==> config.mk <==
export PLATFORM = sky130hd
export DESIGN_NAME = window_sequencer
export DESIGN_NICKNAME = d
export VERILOG_FILES = /design/src/source/conv_pkg.sv /design/src/source/window_sequencer.sv
export SDC_FILE = /design/constraint.sdc
export NUM_CORES = 1
export LEC_CHECK = 0
export BUFFER_PORTS_ARGS = -buffer_cell sky130_fd_sc_hd__buf_2
export CAP_MARGIN = 20
export CORE_MARGIN = 2
export CORE_UTILIZATION = 25
export CTS_BUF_LIST = sky130_fd_sc_hd__clkbuf_4
export CTS_CLUSTER_DIAMETER = 30
export DETAILED_ROUTE_END_ITERATION = 6
export SETUP_SLACK_MARGIN = 0.4
export SYNTH_ARGS = -nofsm -noshare
export SYNTH_HDL_FRONTEND = slang
export SYNTH_SLANG_ARGS = --single-unit
==> constraint.sdc <==
create_clock -name clk -period 3.5 [get_ports clk]
set_input_delay 0.35 -clock clk [delete_from_list [all_inputs] [get_ports clk]]
set_output_delay 0.35 -clock clk [all_outputs]
set_load 0.02 [all_outputs]
==> src/source/conv_pkg.sv <==
package conv_pkg;

	// datapath widths
	localparam int DATA_WIDTH = 16;
	localparam int ACC_WIDTH = 32;

	// engine limits
	localparam int PARA_KERNEL = 2; // kernels computed side by side
	localparam int FM_SIZE_MAX = 8;
	localparam int FM_DEPTH_MAX = 4;
	localparam int KERNEL_SIZE_MAX = 3;

	// storage sizes
	localparam int FM_WORDS = FM_DEPTH_MAX * FM_SIZE_MAX * FM_SIZE_MAX;
	localparam int W_WORDS = FM_DEPTH_MAX * KERNEL_SIZE_MAX * KERNEL_SIZE_MAX;
	localparam int FIFO_DEPTH = 4;

	localparam int FM_ADDR_WIDTH = $clog2(FM_WORDS);
	localparam int W_ADDR_WIDTH = $clog2(W_WORDS);
	localparam int SIZE_WIDTH = $clog2(FM_SIZE_MAX + 1);
	localparam int KSIZE_WIDTH = $clog2(KERNEL_SIZE_MAX + 1);
	localparam int DEPTH_WIDTH = $clog2(FM_DEPTH_MAX + 1);
	localparam int FIFO_PTR_WIDTH = $clog2(FIFO_DEPTH);
	localparam int FIFO_CNT_WIDTH = $clog2(FIFO_DEPTH + 1);

	typedef logic signed [DATA_WIDTH-1:0] data_t; // pixel or weight
	typedef logic signed [ACC_WIDTH-1:0] acc_t;

	typedef logic [FM_ADDR_WIDTH-1:0] fm_addr_t; // slice*64 + row*8 + col
	typedef logic [W_ADDR_WIDTH-1:0] w_addr_t; // slice*9 + ky*3 + kx
	typedef logic [SIZE_WIDTH-1:0] size_t;
	typedef logic [KSIZE_WIDTH-1:0] ksize_t;
	typedef logic [DEPTH_WIDTH-1:0] depth_t;

	// kernel 0 in the low bits
	typedef logic [PARA_KERNEL*DATA_WIDTH-1:0] weight_vec_t;
	typedef logic [PARA_KERNEL*ACC_WIDTH-1:0] acc_vec_t;

	typedef enum logic [1:0] {
		SEQ_IDLE,
		SEQ_RUN,
		SEQ_DRAIN, // waiting for the last results to leave
		SEQ_DONE
	} seq_state_t;

endpackage

==> src/source/window_sequencer.sv <==
`timescale 1ns/1ns

module window_sequencer (
	input  logic               clk,
	input  logic               rst,
	input  logic               fm_wr_valid_i,
	input  logic               w_wr_valid_i,
	input  logic               start_valid_i,
	input  conv_pkg::size_t    fm_size_i,
	input  conv_pkg::depth_t   fm_depth_i,
	input  conv_pkg::ksize_t   kernel_size_i,
	output logic               load_ready_o,
	output logic               start_ready_o,
	output logic               fm_rd_en_o, // also the weight read enable
	output conv_pkg::fm_addr_t fm_rd_addr_o,
	output conv_pkg::w_addr_t  w_rd_addr_o,
	output logic               tap_first_o,
	output logic               tap_last_o,
	input  logic               space_i,
	input  logic               fifo_empty_i, // fifo and MAC pipeline both empty
	output logic               layer_ready_o
);
	import conv_pkg::*;

	seq_state_t state_q;
	size_t size_q; // config latched on start
	depth_t depth_q;
	ksize_t ks_q;
	size_t row_q; // output position
	size_t col_q;
	depth_t slice_q;
	ksize_t ky_q; // tap inside the window
	ksize_t kx_q;

	size_t out_last;
	logic kx_end;
	logic ky_end;
	logic slice_end;
	logic col_end;
	logic row_end;
	logic at_first;
	logic at_last;
	logic start_fire;

	assign load_ready_o = (state_q == SEQ_IDLE) || (state_q == SEQ_DONE);
	// a pending load goes in before the run starts
	assign start_ready_o = load_ready_o && !fm_wr_valid_i && !w_wr_valid_i;
	assign start_fire = start_valid_i && start_ready_o;

	assign out_last = size_q - size_t'(ks_q); // last valid output coordinate
	assign kx_end = (kx_q == ks_q - 2'd1);
	assign ky_end = (ky_q == ks_q - 2'd1);
	assign slice_end = (slice_q == depth_q - 3'd1);
	assign col_end = (col_q == out_last);
	assign row_end = (row_q == out_last);
	assign at_first = (slice_q == '0) && (ky_q == '0) && (kx_q == '0);
	assign at_last = kx_end && ky_end && slice_end;

	// new position only with room for its result, mid-position reads never stall
	assign fm_rd_en_o = (state_q == SEQ_RUN) && (!at_first || space_i);
	assign tap_first_o = fm_rd_en_o && at_first;
	assign tap_last_o = fm_rd_en_o && at_last;

	assign fm_rd_addr_o = fm_addr_t'(slice_q * FM_SIZE_MAX * FM_SIZE_MAX
		+ (row_q + ky_q) * FM_SIZE_MAX + col_q + kx_q);
	assign w_rd_addr_o = w_addr_t'(slice_q * KERNEL_SIZE_MAX * KERNEL_SIZE_MAX
		+ ky_q * KERNEL_SIZE_MAX + kx_q);

	// high one cycle early in drain so it rises right after the last pop
	assign layer_ready_o = (state_q == SEQ_DONE) || ((state_q == SEQ_DRAIN) && fifo_empty_i);

	always_ff @(posedge clk or negedge rst) begin
		if (!rst) begin
			state_q <= SEQ_IDLE;
			size_q <= '0;
			depth_q <= '0;
			ks_q <= '0;
			row_q <= '0;
			col_q <= '0;
			slice_q <= '0;
			ky_q <= '0;
			kx_q <= '0;
		end else begin
			case (state_q)
				SEQ_IDLE, SEQ_DONE: begin
					if (start_fire) begin
						state_q <= SEQ_RUN;
						size_q <= fm_size_i;
						depth_q <= fm_depth_i;
						ks_q <= kernel_size_i;
						row_q <= '0;
						col_q <= '0;
						slice_q <= '0;
						ky_q <= '0;
						kx_q <= '0;
					end
				end
				SEQ_RUN: begin
					if (fm_rd_en_o) begin
						kx_q <= kx_end ? '0 : kx_q + 2'd1;
						if (kx_end) begin
							ky_q <= ky_end ? '0 : ky_q + 2'd1;
						end
						if (kx_end && ky_end) begin
							slice_q <= slice_end ? '0 : slice_q + 3'd1;
						end
						if (at_last) begin // position done, step row-major
							col_q <= col_end ? '0 : col_q + 4'd1;
							if (col_end) begin
								row_q <= row_q + 4'd1;
							end
							if (col_end && row_end) begin
								state_q <= SEQ_DRAIN;
							end
						end
					end
				end
				SEQ_DRAIN: begin
					if (fifo_empty_i) begin
						state_q <= SEQ_DONE;
					end
				end
				default: state_q <= SEQ_IDLE;
			endcase
		end
	end

endmodule

Word level (Yosys, flattened, before mapping)
Index checks and enable logic that the tools add are counted.
{"block": "totals", "inputBits": 16, "elab_cells": 101, "regBits": 26, "output_inout_bits": 20}
{"block": "op_classes", "eq_ne": 16, "mul": 3, "mux": 28, "addsub": 14, "reduce_logical": 31}
{"operator": "two-way mux 4 bit", "n": 7}
{"operator": "two-way mux 2 bit", "n": 11}
{"operator": "one-hot mux 4 bit (2 select lines)", "n": 2}
{"operator": "!= test 2 bit (second input constant)", "n": 7}
{"operator": "logical AND 1 bit", "n": 12}
{"operator": "two-way mux 3 bit", "n": 4}
{"operator": "AND reduction 4 bit", "n": 3}
{"operator": "AND reduction 5 bit", "n": 2}
{"operator": "adder 4 x 1 -> 4 bit (second input constant)", "n": 2}
{"operator": "adder 8 x 2 -> 8 bit", "n": 1}
{"operator": "adder 8 x 4 -> 8 bit", "n": 1}
{"operator": "adder 8 bit", "n": 1}
{"operator": "== test 4 bit", "n": 2}
{"operator": "one-hot mux 2 bit (2 select lines)", "n": 2}
{"operator": "adder 6 x 2 -> 6 bit", "n": 1}
{"operator": "adder 6 x 4 -> 6 bit", "n": 1}
{"operator": "zero test 2 bit", "n": 3}
{"operator": "multiplier 5 x 2 -> 6 bit (second input constant)", "n": 1}
{"operator": "one-hot mux 2 bit (3 select lines)", "n": 1}
{"operator": "one-hot mux 3 bit (2 select lines)", "n": 1}
{"operator": "adder 4 x 2 -> 5 bit", "n": 1}
{"operator": "multiplier 3 x 2 -> 5 bit (second input constant)", "n": 1}
{"operator": "adder 2 x 1 -> 2 bit (second input constant)", "n": 2}
{"operator": "== test 2 bit", "n": 2}
{"operator": "other kinds (16)", "n": 21}

Depth between registers and ports, before layout
Gate-level depths: netlist of run 1.
{"block": "logic_depth", "word_depth": 8, "mapped_depth": 10, "depth_no_buf": 10}

Worst setup path after synthesis of run 1
OpenSTA, ideal clock, no wires.
{"block": "synth_path", "kind": "reg-to-output", "from": "reg slice_q[0]", "to": "out w_rd_addr_o[5]", "required_ps": 3150, "path_stages_with_launch": 10, "slack_ps": 300, "t_arrival_ps": 2850, "n_path_buf": 0, "path_cell_list": "dfrtp_1 ha_1 inv_1 fa_1 fa_1 inv_1 ha_1 a21oi_1 o21ai_0 xor2_1"}
{"block": "synth_between", "elab_chain_cells": 4}
{"item": "start: declaration", "line_no": "window_sequencer.sv:31", "text": "depth_t slice_q;"}
{"item": "start signal: assignment", "line_no": "window_sequencer.sv:105", "text": "slice_q <= slice_end ? '0 : slice_q + 3'd1;"}
{"item": "multiplier 3 x 2 -> 5 bit", "line_no": "window_sequencer.sv:66", "text": "assign w_rd_addr_o = w_addr_t'(slice_q * KERNEL_SIZE_MAX * KERNEL_SIZE_MAX"}
{"item": "multiplier 5 x 2 -> 6 bit", "line_no": "window_sequencer.sv:66"}
{"item": "adder 6 x 4 -> 6 bit", "line_no": "window_sequencer.sv:67", "text": "+ ky_q * KERNEL_SIZE_MAX + kx_q);"}
{"item": "adder 6 x 2 -> 6 bit", "line_no": "window_sequencer.sv:67"}
{"item": "end: declaration", "line_no": "window_sequencer.sv:16", "text": "output conv_pkg::w_addr_t w_rd_addr_o,"}
Every way passes these cells.

Final worst setup path of run 1
{"block": "layout_path", "from": "reg slice_q[1]", "to": "out w_rd_addr_o[5]"}
Same word-level chain as after synthesis.

==> run metrics, run 1 <==
# IOs=36; Setup crit end kind=primary output; clk slew on worst S/H paths=0.16 ns; area leader, netlist=dfrtp_1; setup TNS=0 ns; root buf cell=clkbuf_4; CTS tree=built; status=finished, violations left; Synth Instances=289; failing checks=negative hold slack; most frequent cell after synthesis=inv_1; synth unique cells=between 40 and 50; Starting Density=0.256; RSZ-0062 raised after global routing=yes; first-pass GRT wire length=10.7 mm; via count=2,193; R2R depth=7; final worst path period share=0.939; clk sinks=26; Vias/cell=4.69; CTS max path bufs=2; yosys warns=0; DRC=0; worst setup path class=reg -> out; Top Metal Used=met4; Nets=387; Synth area leaders=dfrtp_1, ha_1, fa_1; fraction of layout cells with a size suffix above 1=0.253; WL per Instance=approximately 14 µm; Peak Freq=0.304 GHz; Diodes inserted=0; Syn Std Cell Area=2620 µm²; GP Congestion=0.806; post-synthesis to final-layout area growth=23.5%; ys async rst share=1.00; CTS HTree Levels=1; Mapped Nets=343; min-delay worst type=in -> async; number of port buffers=35; gr ovfl total=0; final wirelength=between 6 and 7 mm; worst r2r dst=col_q[2]; Post-Place Cells=455; CP required=3.15 ns; post-synth top area share=0.248; largest net degree at the start of global routing=27; Post-synth EDFFs=0; post-route cell area=3240 µm²; Final Critical Period=3.29 ns; Main synth FF type=dfrtp_1; initial antenna violation count=0; Worst R2R Start=state_q[0]; Final Hold Viols=4; final-report max-slew violation count=0; Critical Path Fanout Max=4; Max-cap violations=0; met2 routed WL=3.04 mm; Slew HR=0.581; CTS buffer count=3; Initial DRT Pass Iterations=4; vias in the first global route=~2,200; DRT iter0 DRCs=118; DP Area=between 2000 and 3000 µm²; dpl hpwl=between 4 and 5 mm; Fin Hold WS=-0.00647 ns; Seq/Total Area, Yosys=0.248; Final setup viols=0; Worst Setup EP=w_rd_addr_o[5]; Skew-Pair Late Insertion Delay=~0.34 ns; met3 routed WL=between 200 and 250 µm; Worst Tran Pin Value=approximately 0.63 ns; Final ANT Viol Nets=0; Finished Layout Cells=468; Synth Register Bits=26; top cells by count, synth=inv_1, ha_1, dfrtp_1; crit path launch=slice_q[1]; clk_skew=roughly 0.011 ns; die footprint=11,300 µm²; r2r setup slk=0.85 ns; DIE WIDTH=106 µm; filler cell count=approximately 1,100; DIE HEIGHT=106 µm; Placeable Area=10,200 µm²; Syn Area/Cell=a little over 9 µm²; row count=37; worst path arrival time=2.94 ns; Startpoint Class=flop; GRT Total Usage=0.118; M1 WL=3.07 mm
[placed cells by master (no fill, tap or decap), drive strengths merged, types with 2 or more instances in the layout]
cell | synthesis | final
buf | 0 | 47
inv | 36 | 36
ha | 29 | 29
dfrtp | 26 | 26
nand2 | 22 | 22
nor2 | 20 | 20
xnor2 | 15 | 15
o21ai | 13 | 13
nand2b | 10 | 10
fa | 9 | 9
nand3 | 8 | 8
xor2 | 8 | 8
mux2i | 7 | 7
o211ai | 6 | 6
mux2 | 6 | 6
a21oi | 6 | 6
a21o | 5 | 5
nor2b | 5 | 5
nor3 | 4 | 4
nand4b | 4 | 4
and3 | 4 | 4
o2bb2ai | 4 | 4
nand4 | 3 | 3
o221ai | 3 | 3
clkbuf | 8 | 3
xor3 | 2 | 2
a2111o | 2 | 2
and2 | 2 | 2
o31a | 2 | 2
o21a | 2 | 2
o21bai | 2 | 2
[logic make-up after synthesis]
| kind of cell | after synthesis | synth area share |
|---|---|---|
| flops | 26 | 0.248 |
| xor+xnor | 26 | 0.104 |
| buf+inv | 44 | 0.0630 |
| fa+ha+maj | 38 | 0.207 |
| compound gates | 56 | 0.158 |
| simple gates | 86 | 0.168 |
| mux | 13 | 0.0525 |
[worst max-delay path: stages (launching register included)]
cell and delay [ns]:
dfrtp_2 0.48, ha_4 0.19, inv_4 0.05, fa_2 0.46, fa_1 0.51, inv_2 0.05
ha_4 0.29, a21oi_4 0.06, o21ai_2 0.15, xor2_1 0.17, buf_4 0.17
[area by class of cell]
cell class / instances / area (µm²) / area share
Clock buffer: 3 / 22.5 / 0.00696
Tap cell: 136 / 170 / 0.0526
Sequential cell: 26 / 656 / 0.202
Multi-Input combinational cell: 219 / 1930 / 0.597
Timing Repair Buffer: 47 / 287 / 0.0885
Inverter: 36 / 140 / 0.0433
Clock inverter: 1 / 30.0 / 0.00927
[how the worst min path moves through the flow]
| stage | start | to | slack, ns | cells after the start |
|---|---|---|---|---|
| after CTS | rst | col_q[3] | 0.007 | 1 |
| after floorplan | rst | col_q[0] | 0.05 | 0 |
| after global placement | rst | size_q[3] | 0.41 | 1 |
| after global routing | rst | col_q[3] | 0.03 | 1 |
| final | rst | col_q[3] | -0.006 | 1 |
| after detailed placement | rst | size_q[3] | 0.42 | 1 |
[sequential cells by signal (all words and copies together) (netlist names)]
name,flops
depth_q,3
kx_q,2
state_q,2
ky_q,2
size_q,4
row_q,4
slice_q,3
col_q,4
ks_q,2
[routing by layer]
layer  vias up  GRT usage
li1       1088          -
met1      1054      0.160
met2        47      0.200
met3         4     0.0184
met4         0     0.0179
met5         -          0
[stage by stage]
stage	setup slack [ns]	utilization	hold slack (ns)
detailed placement	0.323	0.292	0.416
global route	0.115	0.316	0.0273
floorplan	0.440	-	0.0544
CTS	0.232	0.313	0.00651
finish	0.213	0.316	-0.00647
global placement	0.428	0.292	0.407
[timing repair]
| item | 4_1_cts | 5_1_grt |
|---|---|---|
| resized for setup | 24 | 7 |
| setup endpoints to repair | 4 | 4 |
| pin swaps | 11 | 6 |
| buffers inserted | 8 | 1 |
| gates cloned | 0 | 0 |
| hold buffers | 0 | 0 |
Power of run 1 is not shown: default switching activity piles up to over one toggle a cycle in this logic, so the estimate is an artifact.
==> run 2, diff against run 1 <==
--- a/config.mk
+++ b/config.mk
@@ -5,6 +5,7 @@
 export SDC_FILE = /design/constraint.sdc
 export NUM_CORES = 1
 export LEC_CHECK = 0
+export ABC_AREA = 1
 export BUFFER_PORTS_ARGS = -buffer_cell sky130_fd_sc_hd__buf_2
 export CAP_MARGIN = 20
 export CORE_MARGIN = 2
==> run metrics, run 2 <==
Vias/cell=4.31 (-8.0%); Syn Std Cell Area=2520 µm² (-4.0%); Final Hold Viols=14 (+10); DRT iter0 DRCs=77 (-35%); via count=2,204 (+0.50%); post-synthesis to final-layout area growth=23.3%; # IOs=36 (unchanged); first-pass GRT wire length=10.3 mm (-4.0%); min-delay worst type=in -> async; RSZ-0062 raised after global routing=yes; die footprint=10,900 µm² (-3.9%); yosys warns=0 (unchanged); Max-cap violations=0 (unchanged); Critical Path Fanout Max=4 (unchanged); DRC=0 (unchanged); Final ANT Viol Nets=0 (unchanged); Final setup viols=0 (unchanged); DIE HEIGHT=104 µm (-2.0%); top cells by count, synth=nand2_1, inv_1, nand3_1; number of port buffers=35 (unchanged); initial antenna violation count=0 (unchanged); worst r2r dst=row_q[2]; M3 GR Usage=0.0125 (-0.00586); Setup crit end kind=primary output; DIE WIDTH=104 µm (-2.0%); Synth Instances=333 (+15%); Syn Area/Cell=7.56 µm² (-17%); status=finished, violations left; worst path arrival time=3.10 ns (+0.16 ns); clk_skew=0.00324 ns (-0.00766 ns); family with the most delay on the worst path=adder cells; Synth area leaders=dfrtp_1, ha_1, nand2_1; CTS buffer count=3 (unchanged); area leader, netlist=dfrtp_1; synth unique cells=30 (-36%); worst path cell trace=ha_4, inv_2, fa_1, fa_1, inv_2, ha_4, a21oi_4, o21ai_4, nand2_1, nand2_1, a21oi_2, xnor2_2, buf_4; final worst path period share=0.985 (+0.0461); filler cell count=1,049 (-0.66%); Top Registers=col_q x4, row_q x4, size_q x4; CP Buf/Inv Count=3 (unchanged); CTS Hold Buffers Added=0 (unchanged); gr ovfl total=0 (unchanged); GR Util met1=0.159 (-0.00198); most frequent cells in the layout=nand2_1, inv_1, nand3_1, buf_2, nor2_1; register area=656 µm² (unchanged); final core utilization=0.317 (+0.000835); failing checks=negative hold slack; Peak Freq=0.290 GHz (-4.7%); ys async rst share=1.00 (unchanged); Mapped Nets=387 (+13%); clk slew on worst S/H paths=0.16 ns (about the same); fraction of layout cells with a size suffix above 1=0.222 (-0.0308); Final Critical Period=3.45 ns (+0.162 ns); Startpoint Class=flop; CP max-delay cell=fa_1; r2r setup slk=1.08 ns (+0.23 ns); Synth Register Bits=26 (unchanged); dpl hpwl=4.65 mm (-5.4%); clk sinks=26 (unchanged); Skew-Pair Late Insertion Delay=0.33 ns (about the same); Placeable Area=9770 µm² (-4.5%); Fin Hold WS=-0.00251 ns (+0.00397 ns); vias in the first global route=2,160 (-1.5%); WL per Instance=11.6 µm (-15%); post-route cell area=3100 µm² (-4.2%); Diodes inserted=0 (unchanged); Worst Tran Pin Value=0.598 ns (-0.0312 ns); CP required=3.15 ns (about the same); post-synth top area share=0.259 (+0.0104); Nets=433 (+12%); CTS tree=built; busiest metal layer after global routing=met2; Critical Path Max Stage Delay=0.53 ns (+0.02 ns); largest net degree at the start of global routing=27 (unchanged); GP Congestion=0.815 (+1.1%); R2R depth=11 (+4); worst setup path class=reg -> out; Initial DRT Pass Iterations=4 (unchanged); routing usage on met2=0.186 (-0.0134); root buf cell=clkbuf_4; Final WS setup=0.0520 ns (-0.162 ns); most common cell after layout, fill and taps aside=nand2_1; most frequent cell after synthesis=nand2_1; CTS HTree Levels=1 (unchanged); pre-CTS WS=0.199 ns (-0.124 ns); Seq/Total Area, Yosys=0.259 (+0.0104); Worst R2R Start=ks_q[0]; Post-synth EDFFs=0 (unchanged); row count=36 (-2.7%); DP Area=2870 µm² (-3.9%); Main synth FF type=dfrtp_1; Slew HR=0.601 (+0.0208); GRT Total Usage=0.113 (-0.00486); final-report max-slew violation count=0 (unchanged); multi-input logic area=1720 µm² (-11%); Starting Density=0.257 (+0.00122); final wirelength=5.92 mm (-6.9%); CTS max path bufs=2 (unchanged)
run 2: per-layer routing:
metal	wire length [µm]	share of wire
met1	2960	0.50
met2	2760	0.47
met3	180	0.030
met4	15	0.0025
met5	0	0
run 2: cell families after synthesis:
family                     synth area share
and+or+nand+nor                       0.253
buffers and inverters                 0.102
adders and majority gates             0.216
AOI/OAI and AO/OA                    0.0761
xor gates and xnor gates             0.0905
DFF                                   0.259
muxes                               0.00448
run 2: layout make-up:
type	instances	share of cell area
multi-input cells	242	0.555
inverters	59	0.0734
clock inverters	1	0.00968
repair buffers	47	0.0900
well taps	133	0.0537
clock buffers	3	0.00726
flip-flops and latches	26	0.211
run 2: worst max path at each step:
| stage | start | to | slack, ns | cells after the start |
|---|---|---|---|---|
| 2_1_floorplan | slice_q[0] | w_rd_addr_o[4] | 0.41 | 10 |
| 3_3_place_gp | slice_q[0] | w_rd_addr_o[5] | 0.29 | 13 |
| 3_5_place_dp | slice_q[1] | w_rd_addr_o[5] | 0.20 | 14 |
| 4_1_cts | slice_q[1] | w_rd_addr_o[5] | 0.1 | 13 |
| 5_1_grt | slice_q[0] | w_rd_addr_o[5] | -0.09 | 13 |
| 6_report | slice_q[0] | w_rd_addr_o[5] | 0.05 | 13 |
run 2: metrics by stage:
| step | hold slack [ns] | cells | TNS (ns) |
|---|---|---|---|
| after floorplan | 0.0544 | 333 | 0 |
| after global placement | 0.398 | 495 | 0 |
| after detailed placement | 0.398 | 495 | 0 |
| after CTS | 0.0105 | 507 | 0 |
| after global routing | 0.0260 | 511 | -0.162 |
| final | -0.00251 | 511 | 0 |
run 2: what timing repair did:
| item | CTS | global route |
|---|---|---|
| buffers inserted | 8 | 4 |
| resized for setup | 16 | 10 |
| pin swaps | 12 | 5 |
| endpoints found under the setup margin | 4 | 5 |
Power of run 2 is left out for the same reason.
==> run 3, diff against run 2 <==
--- a/config.mk
+++ b/config.mk
@@ -13,7 +13,6 @@
 export CTS_BUF_LIST = sky130_fd_sc_hd__clkbuf_4
 export CTS_CLUSTER_DIAMETER = 30
 export DETAILED_ROUTE_END_ITERATION = 6
-export SETUP_SLACK_MARGIN = 0.4
 export SYNTH_ARGS = -nofsm -noshare
 export SYNTH_HDL_FRONTEND = slang
 export SYNTH_SLANG_ARGS = --single-unit
==> run metrics, run 3 (synthesis gave the netlist of run 2 again) <==
status=finished, violations left; failing checks=negative hold slack; Vias/cell=4.31 (about the same); gr ovfl total=0 (unchanged); final worst path period share=0.971 (-0.0143); GP Congestion=0.841 (+3.2%); die footprint=10,900 µm² (unchanged); Startpoint Class=flop; CP required=3.15 ns (about the same); vias in the first global route=2,206 (+2.1%); final core utilization=0.308 (-0.00973); root buf cell=clkbuf_4; Starting Density=0.257 (unchanged); dpl hpwl=4.64 mm (-0.19%); DP Area=2830 µm² (-1.3%); Diodes inserted=0 (unchanged); WL per Instance=11.3 µm (-2.5%); worst path arrival time=3.05 ns (-0.05 ns); post-synthesis to final-layout area growth=19.5%; Fin Hold WS=-0.00606 ns (-0.00355 ns); Nets=430 (-0.69%); M3 GR Usage=0.0125 (unchanged); setup TNS=0 ns (unchanged); Final ANT Viol Nets=0 (unchanged); Max-cap violations=0 (unchanged); CTS tree=built; # IOs=36 (unchanged); Worst Tran Pin Value=0.599 ns (+0.000979 ns); via count=2,191 (-0.59%); register area=652 µm² (-0.57%); routing usage on met2=0.180 (-0.00607); first-pass GRT wire length=10.2 mm (-1.1%); DIE WIDTH=104 µm (unchanged); Slew HR=0.601 (-0.000652); fraction of layout cells with a size suffix above 1=0.197 (-0.0249); Initial DRT Pass Iterations=4 (unchanged); most common cell after layout, fill and taps aside=nand2_1; CTS Hold Buffers Added=0 (unchanged); Critical Path Fanout Max=3 (-1); GR Util met1=0.158 (-0.000202); Final Critical Period=3.40 ns (-0.0501 ns); multi-input logic area=1670 µm² (-3.1%); Final Hold Viols=14 (unchanged); clk sinks=26 (unchanged); busiest metal layer after global routing=met2; Skew-Pair Late Insertion Delay=0.33 ns (about the same); Final setup viols=0 (unchanged); clk_skew=0.00781 ns (+0.00458 ns); CTS buffer count=3 (unchanged); Placeable Area=9770 µm² (unchanged); min-delay worst type=in -> async; most frequent cells in the layout=nand2_1, inv_1, nand3_1, buf_2, nor2_1; DRC=0 (unchanged); final-report max-slew violation count=0 (unchanged); clk slew on worst S/H paths=0.16 ns (about the same); initial antenna violation count=0 (unchanged); DIE HEIGHT=104 µm (unchanged); worst setup path class=reg -> out; Peak Freq=0.294 GHz (+1.5%); row count=36 (unchanged); RSZ-0062 raised after global routing=yes; GRT Total Usage=0.111 (-0.00180); Setup crit end kind=primary output; final wirelength=5.74 mm (-3.0%); CTS max path bufs=2 (unchanged); filler cell count=1,072 (+2.2%); largest net degree at the start of global routing=27 (unchanged); number of port buffers=35 (unchanged); DRT iter0 DRCs=79 (+2.6%); CTS HTree Levels=1 (unchanged); Top Registers=col_q x4, row_q x4, size_q x4; post-route cell area=3010 µm² (-3.1%)
-- run 3: final timing paths --
check                        startpoint              to  slack (ns)  cells after the start
setup / recovery             slice_q[1]  w_rd_addr_o[5]        0.10                     13
hold / removal                      rst         ks_q[0]      -0.006                      1
setup reg to reg                ks_q[0]        row_q[1]        1.08                     11
hold reg to reg              depth_q[1]      depth_q[1]        0.54                      2
max in group asynchronous           rst      slice_q[2]        3.08                      1
min in group clk           fm_size_i[1]       size_q[1]        0.24                      2
-- run 3: layer usage --
layer	wire, µm	vias to the layer above	share of wire
li1	-	1133	-
met1	3030	1013	0.53
met2	2490	41	0.43
met3	184	4	0.032
met4	38	0	0.0066
met5	0	-	0
-- run 3: worst max-delay path, cell delays in order, from the launching register on --
cell	delay, ns
dfrtp_1	0.44
ha_2	0.20
inv_2	0.05
fa_2	0.44
fa_1	0.54
inv_2	0.05
ha_4	0.22
a21oi_2	0.12
o21ai_2	0.07
nand2_1	0.08
nand2_1	0.07
a21oi_2	0.15
xnor2_1	0.12
buf_4	0.16
-- run 3: final cells by class --
type	count	area share
clock buffer	3	0.00749
clock inverter	1	0.00999
inverter	59	0.0741
multi-input combinational	242	0.555
sequential	26	0.217
tap	133	0.0553
timing repair buffer	44	0.0816
-- run 3: through the flow --
step / setup slack, ns / std cells
after global placement: 0.214 / 496
after floorplan: 0.117 / 333
after CTS: 0.00681 / 506
after global routing: -0.0544 / 508
after detailed placement: 0.125 / 496
final: 0.102 / 508
-- run 3: repair_timing --
item	4_1_cts	5_1_grt
endpoints found under the hold margin	0	0
pin swaps	2	11
buffers inserted	6	2
endpoints found under the setup margin	3	3
resized for setup	8	11
Power of run 3 is left out for the same reason.
